<file path="src/rtl/rv_core_pkg.sv">
package rv_core_pkg;

  localparam int XLEN       = 32;
  localparam int REG_ADDR_W = 5;
  localparam int NUM_REGS   = 2 ** REG_ADDR_W;
  localparam int FIFO_DEPTH = 4;
  localparam int FIFO_PTR_W = $clog2(FIFO_DEPTH);
  localparam int FIFO_CNT_W = $clog2(FIFO_DEPTH + 1);

  // Major opcodes
  localparam logic [6:0] OPCODE_OP     = 7'b0110011;
  localparam logic [6:0] OPCODE_OP_IMM = 7'b0010011;
  localparam logic [6:0] OPCODE_LUI    = 7'b0110111;
  localparam logic [6:0] OPCODE_AUIPC  = 7'b0010111;
  localparam logic [6:0] OPCODE_BRANCH = 7'b1100011;
  localparam logic [6:0] OPCODE_JAL    = 7'b1101111;
  localparam logic [6:0] OPCODE_JALR   = 7'b1100111;
  localparam logic [6:0] OPCODE_SYSTEM = 7'b1110011;

  localparam logic [2:0] FUNCT3_ADD    = 3'b000;
  localparam logic [2:0] FUNCT3_SUB    = 3'b000;
  localparam logic [2:0] FUNCT3_XOR    = 3'b100;
  localparam logic [2:0] FUNCT3_OR     = 3'b110;
  localparam logic [2:0] FUNCT3_SLTU   = 3'b011;
  localparam logic [2:0] FUNCT3_ADDI   = 3'b000;
  localparam logic [2:0] FUNCT3_SLTIU  = 3'b011;
  localparam logic [2:0] FUNCT3_BEQ    = 3'b000;
  localparam logic [2:0] FUNCT3_BNE    = 3'b001;
  localparam logic [2:0] FUNCT3_BLT    = 3'b100;
  localparam logic [2:0] FUNCT3_BGE    = 3'b101;
  localparam logic [2:0] FUNCT3_BLTU   = 3'b110;
  localparam logic [2:0] FUNCT3_BGEU   = 3'b111;
  localparam logic [2:0] FUNCT3_JALR   = 3'b000;
  localparam logic [2:0] FUNCT3_EBREAK = 3'b000;

  localparam logic [6:0]  FUNCT7_BASE    = 7'b0000000;
  localparam logic [6:0]  FUNCT7_SUB     = 7'b0100000;
  localparam logic [11:0] FUNCT12_EBREAK = 12'h001;

  typedef enum logic [2:0] {
    ALU_NOP, ALU_ADD, ALU_SUB, ALU_XOR, ALU_OR, ALU_SLTU, ALU_LINK
  } alu_op_e;

  typedef enum logic [3:0] {
    TRAN_NOP, TRAN_BEQ, TRAN_BNE, TRAN_BLT, TRAN_BGE,
    TRAN_BLTU, TRAN_BGEU, TRAN_JAL, TRAN_JALR
  } tran_op_e;

endpackage

</file>
<file path="src/rtl/inst_fifo.sv">
`timescale 1ns/100ps

module inst_fifo
  import rv_core_pkg::*;
(
  input  logic            clk_i,
  input  logic            arst_n_i,
  input  logic            push_valid_i,
  input  logic            pop_ready_i,
  input  logic [XLEN-1:0] push_pc_i,
  input  logic [XLEN-1:0] push_inst_i,
  output logic            push_ready_o,
  output logic            pop_valid_o,
  output logic [XLEN-1:0] pop_pc_o,
  output logic [XLEN-1:0] pop_inst_o
);

  logic [XLEN-1:0]       pc_mem   [FIFO_DEPTH];
  logic [XLEN-1:0]       inst_mem [FIFO_DEPTH];
  logic [FIFO_PTR_W-1:0] wr_ptr;
  logic [FIFO_PTR_W-1:0] rd_ptr;
  logic [FIFO_CNT_W-1:0] count;
  logic                  push;
  logic                  pop;

  assign push_ready_o = (count != FIFO_CNT_W'(FIFO_DEPTH));
  assign pop_valid_o  = (count != '0);
  assign push         = push_valid_i & push_ready_o;
  assign pop          = pop_valid_o & pop_ready_i;

  assign pop_pc_o   = pc_mem[rd_ptr];
  assign pop_inst_o = inst_mem[rd_ptr];

  always_ff @(posedge clk_i) begin
    if (push) begin
      pc_mem[wr_ptr]   <= push_pc_i;
      inst_mem[wr_ptr] <= push_inst_i;
    end
  end

  // Depth is a power of two so pointers wrap on their own
  always_ff @(posedge clk_i or negedge arst_n_i) begin
    if (!arst_n_i) begin
      wr_ptr <= '0;
      rd_ptr <= '0;
      count  <= '0;
    end else begin
      if (push) begin
        wr_ptr <= wr_ptr + 1'b1;
      end
      if (pop) begin
        rd_ptr <= rd_ptr + 1'b1;
      end
      if (push && !pop) begin
        count <= count + 1'b1;
      end else if (pop && !push) begin
        count <= count - 1'b1;
      end
    end
  end

endmodule

</file>
<file path="src/rtl/inst_decode.sv">
`timescale 1ns/100ps

module inst_decode
  import rv_core_pkg::*;
(
  input  logic [XLEN-1:0]       pc_i,
  input  logic [XLEN-1:0]       inst_i,
  input  logic [XLEN-1:0]       data1_i,
  input  logic [XLEN-1:0]       data2_i,
  output logic [REG_ADDR_W-1:0] raddr1_o,
  output logic [REG_ADDR_W-1:0] raddr2_o,
  output logic [REG_ADDR_W-1:0] waddr_o,
  output logic                  wena_o,
  output logic                  illegal_o,
  output logic                  ebreak_o,
  output alu_op_e               alu_op_o,
  output tran_op_e              tran_op_o,
  output logic [XLEN-1:0]       operand1_o,
  output logic [XLEN-1:0]       operand2_o,
  output logic [XLEN-1:0]       imm_o,
  output logic [XLEN-1:0]       pc_o
);

  logic [11:0]           funct12;
  logic [6:0]            funct7;
  logic [2:0]            funct3;
  logic [6:0]            opcode;
  logic [REG_ADDR_W-1:0] rs1, rs2, rd;
  logic [XLEN-1:0]       imm_i_type, imm_u_type, imm_b_type, imm_j_type;
  logic inst_add, inst_sub, inst_xor, inst_or, inst_sltu, inst_sltiu, inst_addi;
  logic inst_lui, inst_auipc, inst_beq, inst_bne, inst_blt, inst_bge;
  logic inst_bltu, inst_bgeu, inst_jal, inst_jalr, inst_ebreak;
  logic is_rtype, is_branch, rena1, rena2;

  assign funct12 = inst_i[31:20];
  assign funct7  = inst_i[31:25];
  assign rs2     = inst_i[24:20];
  assign rs1     = inst_i[19:15];
  assign funct3  = inst_i[14:12];
  assign rd      = inst_i[11:7];
  assign opcode  = inst_i[6:0];

  assign imm_i_type = {{20{inst_i[31]}}, inst_i[31:20]};
  assign imm_u_type = {inst_i[31:12], 12'b0};
  assign imm_b_type = {{20{inst_i[31]}}, inst_i[7], inst_i[30:25], inst_i[11:8], 1'b0};
  assign imm_j_type = {{12{inst_i[31]}}, inst_i[19:12], inst_i[20], inst_i[30:21], 1'b0};

  // Integer compute
  assign inst_add   = (opcode == OPCODE_OP) & (funct3 == FUNCT3_ADD) & (funct7 == FUNCT7_BASE);
  assign inst_sub   = (opcode == OPCODE_OP) & (funct3 == FUNCT3_SUB) & (funct7 == FUNCT7_SUB);
  assign inst_xor   = (opcode == OPCODE_OP) & (funct3 == FUNCT3_XOR) & (funct7 == FUNCT7_BASE);
  assign inst_or    = (opcode == OPCODE_OP) & (funct3 == FUNCT3_OR) & (funct7 == FUNCT7_BASE);
  assign inst_sltu  = (opcode == OPCODE_OP) & (funct3 == FUNCT3_SLTU) & (funct7 == FUNCT7_BASE);
  assign inst_sltiu = (opcode == OPCODE_OP_IMM) & (funct3 == FUNCT3_SLTIU);
  assign inst_addi  = (opcode == OPCODE_OP_IMM) & (funct3 == FUNCT3_ADDI);
  assign inst_lui   = (opcode == OPCODE_LUI);
  assign inst_auipc = (opcode == OPCODE_AUIPC);

  // Control transfer
  assign inst_beq  = (opcode == OPCODE_BRANCH) & (funct3 == FUNCT3_BEQ);
  assign inst_bne  = (opcode == OPCODE_BRANCH) & (funct3 == FUNCT3_BNE);
  assign inst_blt  = (opcode == OPCODE_BRANCH) & (funct3 == FUNCT3_BLT);
  assign inst_bge  = (opcode == OPCODE_BRANCH) & (funct3 == FUNCT3_BGE);
  assign inst_bltu = (opcode == OPCODE_BRANCH) & (funct3 == FUNCT3_BLTU);
  assign inst_bgeu = (opcode == OPCODE_BRANCH) & (funct3 == FUNCT3_BGEU);
  assign inst_jal  = (opcode == OPCODE_JAL);
  assign inst_jalr = (opcode == OPCODE_JALR) & (funct3 == FUNCT3_JALR);

  assign inst_ebreak = (opcode == OPCODE_SYSTEM) & (funct3 == FUNCT3_EBREAK) &
                       (funct12 == FUNCT12_EBREAK);

  assign is_rtype  = inst_add | inst_sub | inst_xor | inst_or | inst_sltu;
  assign is_branch = inst_beq | inst_bne | inst_blt | inst_bge | inst_bltu | inst_bgeu;

  // Loads, stores and everything else land here
  assign illegal_o = ~(is_rtype | is_branch | inst_sltiu | inst_addi | inst_lui |
                       inst_auipc | inst_jal | inst_jalr | inst_ebreak);
  assign ebreak_o  = inst_ebreak;

  assign rena1  = is_rtype | is_branch | inst_sltiu | inst_addi | inst_jalr;
  assign rena2  = is_rtype | is_branch;
  assign wena_o = is_rtype | inst_sltiu | inst_addi | inst_lui | inst_auipc |
                  inst_jal | inst_jalr;

  assign raddr1_o = rena1 ? rs1 : '0;
  assign raddr2_o = rena2 ? rs2 : '0;
  assign waddr_o  = wena_o ? rd : '0;

  assign imm_o = (inst_addi | inst_sltiu | inst_jalr) ? imm_i_type :
                 (inst_lui | inst_auipc)              ? imm_u_type :
                 (is_branch)                          ? imm_b_type :
                 (inst_jal)                           ? imm_j_type : '0;

  assign alu_op_o = (inst_add | inst_addi | inst_lui | inst_auipc) ? ALU_ADD  :
                    (inst_sub)                                     ? ALU_SUB  :
                    (inst_xor)                                     ? ALU_XOR  :
                    (inst_or)                                      ? ALU_OR   :
                    (inst_sltu | inst_sltiu)                       ? ALU_SLTU :
                    (inst_jal | inst_jalr)                         ? ALU_LINK : ALU_NOP;

  assign operand1_o = (rena1)      ? data1_i :
                      (inst_auipc) ? pc_i    : '0;

  // Jumps carry the pc for the link value
  assign operand2_o = (rena2)                                           ? data2_i :
                      (inst_addi | inst_sltiu | inst_lui | inst_auipc)  ? imm_o   :
                      (inst_jal | inst_jalr)                            ? pc_i    : '0;

  assign tran_op_o = (inst_beq)  ? TRAN_BEQ  :
                     (inst_bne)  ? TRAN_BNE  :
                     (inst_blt)  ? TRAN_BLT  :
                     (inst_bge)  ? TRAN_BGE  :
                     (inst_bltu) ? TRAN_BLTU :
                     (inst_bgeu) ? TRAN_BGEU :
                     (inst_jal)  ? TRAN_JAL  :
                     (inst_jalr) ? TRAN_JALR : TRAN_NOP;

  assign pc_o = pc_i;

endmodule

</file>
<file path="src/rtl/regfile.sv">
`timescale 1ns/100ps

module regfile
  import rv_core_pkg::*;
(
  input  logic                  clk_i,
  input  logic                  arst_n_i,
  input  logic                  we_i,
  input  logic [REG_ADDR_W-1:0] raddr1_i,
  input  logic [REG_ADDR_W-1:0] raddr2_i,
  input  logic [REG_ADDR_W-1:0] waddr_i,
  input  logic [XLEN-1:0]       wdata_i,
  output logic [XLEN-1:0]       rdata1_o,
  output logic [XLEN-1:0]       rdata2_o
);

  // x0 has no storage
  logic [XLEN-1:0] regs [1:NUM_REGS-1];

  always_ff @(posedge clk_i or negedge arst_n_i) begin
    if (!arst_n_i) begin
      for (int i = 1; i < NUM_REGS; i++) begin
        regs[i] <= '0;
      end
    end else if (we_i && (waddr_i != '0)) begin
      regs[waddr_i] <= wdata_i;
    end
  end

  assign rdata1_o = (raddr1_i == '0) ? '0 : regs[raddr1_i];
  assign rdata2_o = (raddr2_i == '0) ? '0 : regs[raddr2_i];

endmodule

</file>
<file path="src/rtl/exec_unit.sv">
`timescale 1ns/100ps

module exec_unit
  import rv_core_pkg::*;
(
  input  logic                  clk_i,
  input  logic                  arst_n_i,
  input  logic                  head_valid_i,
  input  logic                  res_ready_i,
  input  logic                  wena_i,
  input  logic                  illegal_i,
  input  logic                  ebreak_i,
  input  alu_op_e               alu_op_i,
  input  tran_op_e              tran_op_i,
  input  logic [XLEN-1:0]       operand1_i,
  input  logic [XLEN-1:0]       operand2_i,
  input  logic [XLEN-1:0]       imm_i,
  input  logic [XLEN-1:0]       pc_i,
  input  logic [REG_ADDR_W-1:0] waddr_i,
  output logic                  head_ready_o,
  output logic                  rf_we_o,
  output logic [REG_ADDR_W-1:0] rf_waddr_o,
  output logic [XLEN-1:0]       rf_wdata_o,
  output logic                  res_valid_o,
  output logic [XLEN-1:0]       res_pc_o,
  output logic [REG_ADDR_W-1:0] res_rd_o,
  output logic                  res_wena_o,
  output logic [XLEN-1:0]       res_wdata_o,
  output logic                  res_taken_o,
  output logic [XLEN-1:0]       res_target_o,
  output logic                  res_illegal_o,
  output logic                  res_ebreak_o
);

  logic [XLEN-1:0] alu_result;
  logic [XLEN-1:0] target;
  logic            taken;
  logic            eq, lt_s, lt_u;
  logic            fire;
  logic            wena;

  assign eq   = (operand1_i == operand2_i);
  assign lt_s = ($signed(operand1_i) < $signed(operand2_i));
  assign lt_u = (operand1_i < operand2_i);

  always_comb begin
    case (alu_op_i)
      ALU_ADD:  alu_result = operand1_i + operand2_i;
      ALU_SUB:  alu_result = operand1_i - operand2_i;
      ALU_XOR:  alu_result = operand1_i ^ operand2_i;
      ALU_OR:   alu_result = operand1_i | operand2_i;
      ALU_SLTU: alu_result = {{(XLEN-1){1'b0}}, lt_u};
      ALU_LINK: alu_result = operand2_i + XLEN'(4);
      default:  alu_result = '0;
    endcase
  end

  always_comb begin
    case (tran_op_i)
      TRAN_BEQ:  taken = eq;
      TRAN_BNE:  taken = ~eq;
      TRAN_BLT:  taken = lt_s;
      TRAN_BGE:  taken = ~lt_s;
      TRAN_BLTU: taken = lt_u;
      TRAN_BGEU: taken = ~lt_u;
      TRAN_JAL:  taken = 1'b1;
      TRAN_JALR: taken = 1'b1;
      default:   taken = 1'b0;
    endcase
    // Target only reported when the transfer happens
    if (!taken) begin
      target = '0;
    end else if (tran_op_i == TRAN_JALR) begin
      target = (operand1_i + imm_i) & ~XLEN'(1);
    end else begin
      target = pc_i + imm_i;
    end
  end

  // Output slot free or draining this cycle
  assign head_ready_o = ~res_valid_o | res_ready_i;
  assign fire         = head_valid_i & head_ready_o;
  assign wena         = wena_i & ~illegal_i;

  assign rf_we_o    = fire & wena;
  assign rf_waddr_o = waddr_i;
  assign rf_wdata_o = alu_result;

  always_ff @(posedge clk_i or negedge arst_n_i) begin
    if (!arst_n_i) begin
      res_valid_o <= 1'b0;
    end else if (head_ready_o) begin
      res_valid_o <= head_valid_i;
    end
  end

  always_ff @(posedge clk_i) begin
    if (fire) begin
      res_pc_o      <= pc_i;
      res_rd_o      <= waddr_i;
      res_wena_o    <= wena;
      res_wdata_o   <= alu_result;
      res_taken_o   <= taken;
      res_target_o  <= target;
      res_illegal_o <= illegal_i;
      res_ebreak_o  <= ebreak_i;
    end
  end

endmodule

</file>
<file path="src/rtl/rv_exec_top.sv">
`timescale 1ns/100ps

module rv_exec_top
  import rv_core_pkg::*;
(
  input  logic                  clk_i,
  input  logic                  arst_n_i,
  input  logic                  in_valid_i,
  output logic                  in_ready_o,
  input  logic [XLEN-1:0]       in_pc_i,
  input  logic [XLEN-1:0]       in_inst_i,
  output logic                  res_valid_o,
  input  logic                  res_ready_i,
  output logic [XLEN-1:0]       res_pc_o,
  output logic [REG_ADDR_W-1:0] res_rd_o,
  output logic                  res_wena_o,
  output logic [XLEN-1:0]       res_wdata_o,
  output logic                  res_taken_o,
  output logic [XLEN-1:0]       res_target_o,
  output logic                  res_illegal_o,
  output logic                  res_ebreak_o
);

  logic                  head_valid, head_ready;
  logic [XLEN-1:0]       head_pc, head_inst;
  logic [REG_ADDR_W-1:0] raddr1, raddr2, waddr;
  logic [XLEN-1:0]       rdata1, rdata2;
  logic                  wena, illegal, ebreak;
  alu_op_e               alu_op;
  tran_op_e              tran_op;
  logic [XLEN-1:0]       operand1, operand2, imm, pc;
  logic                  rf_we;
  logic [REG_ADDR_W-1:0] rf_waddr;
  logic [XLEN-1:0]       rf_wdata;

  inst_fifo i_fifo (
    .clk_i        (clk_i),
    .arst_n_i     (arst_n_i),
    .push_valid_i (in_valid_i),
    .pop_ready_i  (head_ready),
    .push_pc_i    (in_pc_i),
    .push_inst_i  (in_inst_i),
    .push_ready_o (in_ready_o),
    .pop_valid_o  (head_valid),
    .pop_pc_o     (head_pc),
    .pop_inst_o   (head_inst)
  );

  inst_decode i_decode (
    .pc_i       (head_pc),
    .inst_i     (head_inst),
    .data1_i    (rdata1),
    .data2_i    (rdata2),
    .raddr1_o   (raddr1),
    .raddr2_o   (raddr2),
    .waddr_o    (waddr),
    .wena_o     (wena),
    .illegal_o  (illegal),
    .ebreak_o   (ebreak),
    .alu_op_o   (alu_op),
    .tran_op_o  (tran_op),
    .operand1_o (operand1),
    .operand2_o (operand2),
    .imm_o      (imm),
    .pc_o       (pc)
  );

  regfile i_regfile (
    .clk_i    (clk_i),
    .arst_n_i (arst_n_i),
    .we_i     (rf_we),
    .raddr1_i (raddr1),
    .raddr2_i (raddr2),
    .waddr_i  (rf_waddr),
    .wdata_i  (rf_wdata),
    .rdata1_o (rdata1),
    .rdata2_o (rdata2)
  );

  exec_unit i_exec (
    .clk_i         (clk_i),
    .arst_n_i      (arst_n_i),
    .head_valid_i  (head_valid),
    .res_ready_i   (res_ready_i),
    .wena_i        (wena),
    .illegal_i     (illegal),
    .ebreak_i      (ebreak),
    .alu_op_i      (alu_op),
    .tran_op_i     (tran_op),
    .operand1_i    (operand1),
    .operand2_i    (operand2),
    .imm_i         (imm),
    .pc_i          (pc),
    .waddr_i       (waddr),
    .head_ready_o  (head_ready),
    .rf_we_o       (rf_we),
    .rf_waddr_o    (rf_waddr),
    .rf_wdata_o    (rf_wdata),
    .res_valid_o   (res_valid_o),
    .res_pc_o      (res_pc_o),
    .res_rd_o      (res_rd_o),
    .res_wena_o    (res_wena_o),
    .res_wdata_o   (res_wdata_o),
    .res_taken_o   (res_taken_o),
    .res_target_o  (res_target_o),
    .res_illegal_o (res_illegal_o),
    .res_ebreak_o  (res_ebreak_o)
  );

endmodule

</file>
<file path="config.mk">
export PLATFORM = sky130hd
export DESIGN_NAME = rv_exec_top
export DESIGN_NICKNAME = d
export VERILOG_FILES = /design/src/rtl/rv_core_pkg.sv /design/src/rtl/inst_fifo.sv /design/src/rtl/inst_decode.sv /design/src/rtl/regfile.sv /design/src/rtl/exec_unit.sv /design/src/rtl/rv_exec_top.sv
export SDC_FILE = /design/constraint.sdc
export NUM_CORES = 2
export LEC_CHECK = 0
export ABC_AREA = 0
export BUFFER_PORTS_ARGS = -buffer_cell sky130_fd_sc_hd__buf_2
export CELL_PAD_IN_SITES_DETAIL_PLACEMENT = 0
export CELL_PAD_IN_SITES_GLOBAL_PLACEMENT = 2
export CORE_MARGIN = 2
export CORE_UTILIZATION = 46
export CTS_CLUSTER_DIAMETER = 60
export DETAILED_ROUTE_END_ITERATION = 10
export HOLD_SLACK_MARGIN = 0.12
export PLACE_DENSITY_LB_ADDON = 0.1
export SLEW_MARGIN = 25
export SYNTH_ARGS = -nofsm -noshare
export SYNTH_HDL_FRONTEND = slang
export SYNTH_HIERARCHICAL = 1
export SYNTH_SLANG_ARGS = --single-unit
</file>
<file path="constraint.sdc">
create_clock -name clk_i -period 9.8 [get_ports clk_i]
set_clock_uncertainty 0.2 [all_clocks]
set_input_delay 1.96 -clock clk_i [delete_from_list [all_inputs] [get_ports clk_i]]
set_output_delay 1.96 -clock clk_i [all_outputs]
set_load 0.03 [all_outputs]
</file>
==> results by group <==
Run status
  • Outcome: complete, no violations

Power
  • Power per cell area: 197 nW/um2
  • Switch Pwr: 5.99 mW
  • Clock network power share: 0.347
  • Pleak: between 30 and 40 nW
  • Flop pwr share: 0.372
  • Final total power: 17.4 mW
  • Worst VDD drop: 0.202 mV
  • Internal power: 11.4 mW
  • Sw Share: 0.344
  • Combinational Power Share: 0.281

Logic synthesis
  • Top cell type's share of synthesized area: 0.320
  • Mux contribution to synthesized area: 0.317
  • Yosys top cell by area: dfrtp_1
  • Post-Synth XOR/XNOR Area: 0.00861
  • Largest family of logic cells by synthesized area: multiplexers
  • Mapped Nets: 6,210
  • Ys Warns: 6
  • EDFF count, synth: 361
  • Unique masters post-synth: 100
  • Top cells by area, synth: dfrtp_1 (32%), mux2_2 (15%), edfxtp_1 (14%), mux4_2 (12%), mux2i_1 (4.0%)
  • Post-synthesis sequential area ratio: 0.458
  • Mapped Cells: between 5,000 and 6,000
  • Syn avg cell area: 13.1 um2
  • Yosys reg bits: 1,361
  • Synth Flop Type: dfrtp_1
  • Asr flop ratio synth: 0.735
  • Post-synthesis compound-gate area fraction: 0.0912
  • Syn Std Cell Area: 78,300 um2
  • Post-synthesis simple-gate area fraction: 0.0567
  • Synth Area in Adders: 0.0272

CTS
  • Worst-path clk slew: roughly 60 ps
  • CTS Sinks: ~1,400
  • TritonCTS Buffers: roughly 160
  • Clk buf depth: 3
  • Resized cells post-CTS: 0
  • H-tree Lvls: 4
  • Root Driver: clkbuf_16
  • Cts hold-fix bufs: 0
  • TritonCTS clock tree: built
  • Post-CTS setup buffers: 0
  • Clk Latency, worst-skew pair: 810 ps

Drt
  • DR iter-0 viols: around 5,300
  • DR WL/cell: between 30 and 40 um
  • Vias post-DR: about 55,000
  • Vias/cell: 6.53
  • DRC: 0
  • Detail Route Antenna Nets: 0
  • Pre-antenna DRT Iters: 8
  • Routed wire length: 281,000 um

Place
  • HPWL Detailed: between 150,000 and 200,000 um
  • Dpl cells: 8,121
  • Placer Congestion: 0.974
  • Buffers on Ports: 174

Critical path
  • Buf/Inv on CP: 4
  • Slowest CP cell: dfrtp_4
  • CP endpoint kind: register
  • RR Startpoint: i_fifo/rd_ptr[0]$_DFFE_PN0P_
  • Setup crit start kind: register
  • Crit path max fanout: 32
  • Largest delay contributor family on the critical path: simple AND/OR/NAND/NOR gates
  • WS Path Type: register to register
  • Crit path DAT: ~9700 ps
  • CP startpoint: i_fifo/rd_ptr[0]$_DFFE_PN0P_
  • Slowest stage delay, CP: 740 ps
  • Critical path required time: 10,350 ps

Finish
  • Area grow syn2layout: 12.4%
  • Total Nets Final: around 6,300
  • Non-Filler Instances: 8,415
  • Fin util: 0.520
  • Layout cells sized above 1: 0.382

Timing
  • Slew @ Worst Pin: 1120 ps
  • Fmax: 0.109 GHz
  • Final Slew Violations: 0
  • Fin crit share: 0.935
  • RSZ-0062 raised after global routing: no
  • Slew headroom: 0.252
  • Min Tclk post-route: 9160 ps
  • Final Setup Violations: 0
  • TNS Setup: 0 ps
  • Endpoints failing hold: 0

Global routing
  • Total track usage: 0.322
  • Vias in the first global route: 55,000
  • First-pass GRT wire length: roughly 400,000 um
  • Largest net degree at the start of global routing: 161
  • Grt ovf: 0
  • Antenna violations before repair: 13

Hold path
  • Worst Hold Launch: i_regfile/regs[923]$_DFFE_PN0P_
  • Class of the tightest hold or removal check: register to register

Floorplanning
  • Core area: ~170,000 um2
  • Die Span X: between 400 and 500 um
  • Ports: 175
  • Initial Util: 0.463
  • Die area: 174,000 um2
  • Rows: 151
  • Chip height: 417 um

Flow run
  • Max-cap viol count: 0
-- logic make-up (layout without fill, tap and decap cells) --
logic type      Yosys count  in the layout
buf+inv                 704            923
other cells               0              3
mux                    1810           1810
fa+ha+maj               167            167
xor+xnor                 77             77
flops                  1361           1361
compound gates          983            983
simple gates            873            873
-- flip-flops by register name (all words and copies together) (netlist names) --
register              count
i_regfile/regs          992
i_fifo/inst_mem         128
i_fifo/pc_mem           128
i_exec/res_pc_o          32
i_exec/res_target_o      32
i_exec/res_wdata_o       32
i_exec/res_rd_o           5
i_fifo/count              3
i_fifo/rd_ptr             2
i_fifo/wr_ptr             2
i_exec/res_ebreak_o       1
i_exec/res_illegal_o      1
i_exec/res_taken_o        1
i_exec/res_valid_o        1
i_exec/res_wena_o         1
-- per-stage QoR --
step                setup WS [ps]  hold slack [ps]  area [um2]
floorplan                    2120              270       78300
global placement              578              300       82700
detailed placement            757              308       82700
CTS                           724              321       88000
global route                  225              334       88000
finish                        640              322       88000
-- path summary, 6_finish.rpt --
check	depth (start not counted)	endpoint	slack, ps
min reg2reg	1	i_regfile/regs[923]$_DFFE_PN0P_	320
max in group asynchronous	3	i_regfile/regs[609]$_DFFE_PN0P_	6300
max reg2reg	25	i_regfile/regs[446]$_DFFE_PN0P_	640
min in group asynchronous	1	i_regfile/regs[84]$_DFFE_PN0P_	990
max	25	i_regfile/regs[446]$_DFFE_PN0P_	640
min	1	i_regfile/regs[923]$_DFFE_PN0P_	320
-- power groups by stage --
| stage | registers (mW) | clock network, mW | logic (mW) |
|---|---|---|---|
| 2_1_floorplan | 6.86 | 0 | 2.64 |
| 3_3_place_gp | 6.57 | 0 | 4.81 |
| 3_5_place_dp | 6.58 | 0 | 4.80 |
| 4_1_cts | 6.48 | 6.15 | 4.82 |
| 5_1_grt | 6.50 | 6.38 | 5.14 |
| 6_report | 6.47 | 6.03 | 4.88 |
-- synthesized netlist by cell type (49+ instances only) --
cell type,instances
mux2_2,1057
dfrtp_1,1000
mux4_2,427
edfxtp_1,361
mux2i_1,315
clkbuf_1,246
nor2_1,201
a21oi_1,199
nand2_1,181
buf_2,178
ha_1,162
inv_1,154
a22oi_1,113
o21ai_0,111
nand3_1,86
nor3_1,84
nor2b_1,66
a221o_1,61
xnor2_1,60
buf_4,56
a221oi_1,50
and3_1,49
-- routing by layer --
metal	vias to the layer above	track usage	routed length [um]
li1	23100	-	-
met5	-	0	26
met1	29300	0.444	120000
met3	476	0.0615	18800
met2	2005	0.512	132000
met4	4	0.107	9880
-- placed cells by master (no fill, tap or decap), types with 170 or more instances in the layout --
cell,count
mux2i_1,315
edfxtp_1,361
a21oi_1,197
nor2_1,186
mux2_2,1057
buf_4,252
mux4_2,427
buf_2,173
nand2_1,170
dfrtp_1,998
-- area by class of cell --
cell class	count	area, um2
diodes	3	7.51
clock buffers	224	4500
clock inverters	66	782
fillers	14500	81300
inverters	156	598
multi-input cells	3910	39700
flip-flops and latches	1361	35900
well taps	2218	2780
repair buffers	477	3780
(Power assumes the default switching activity.)
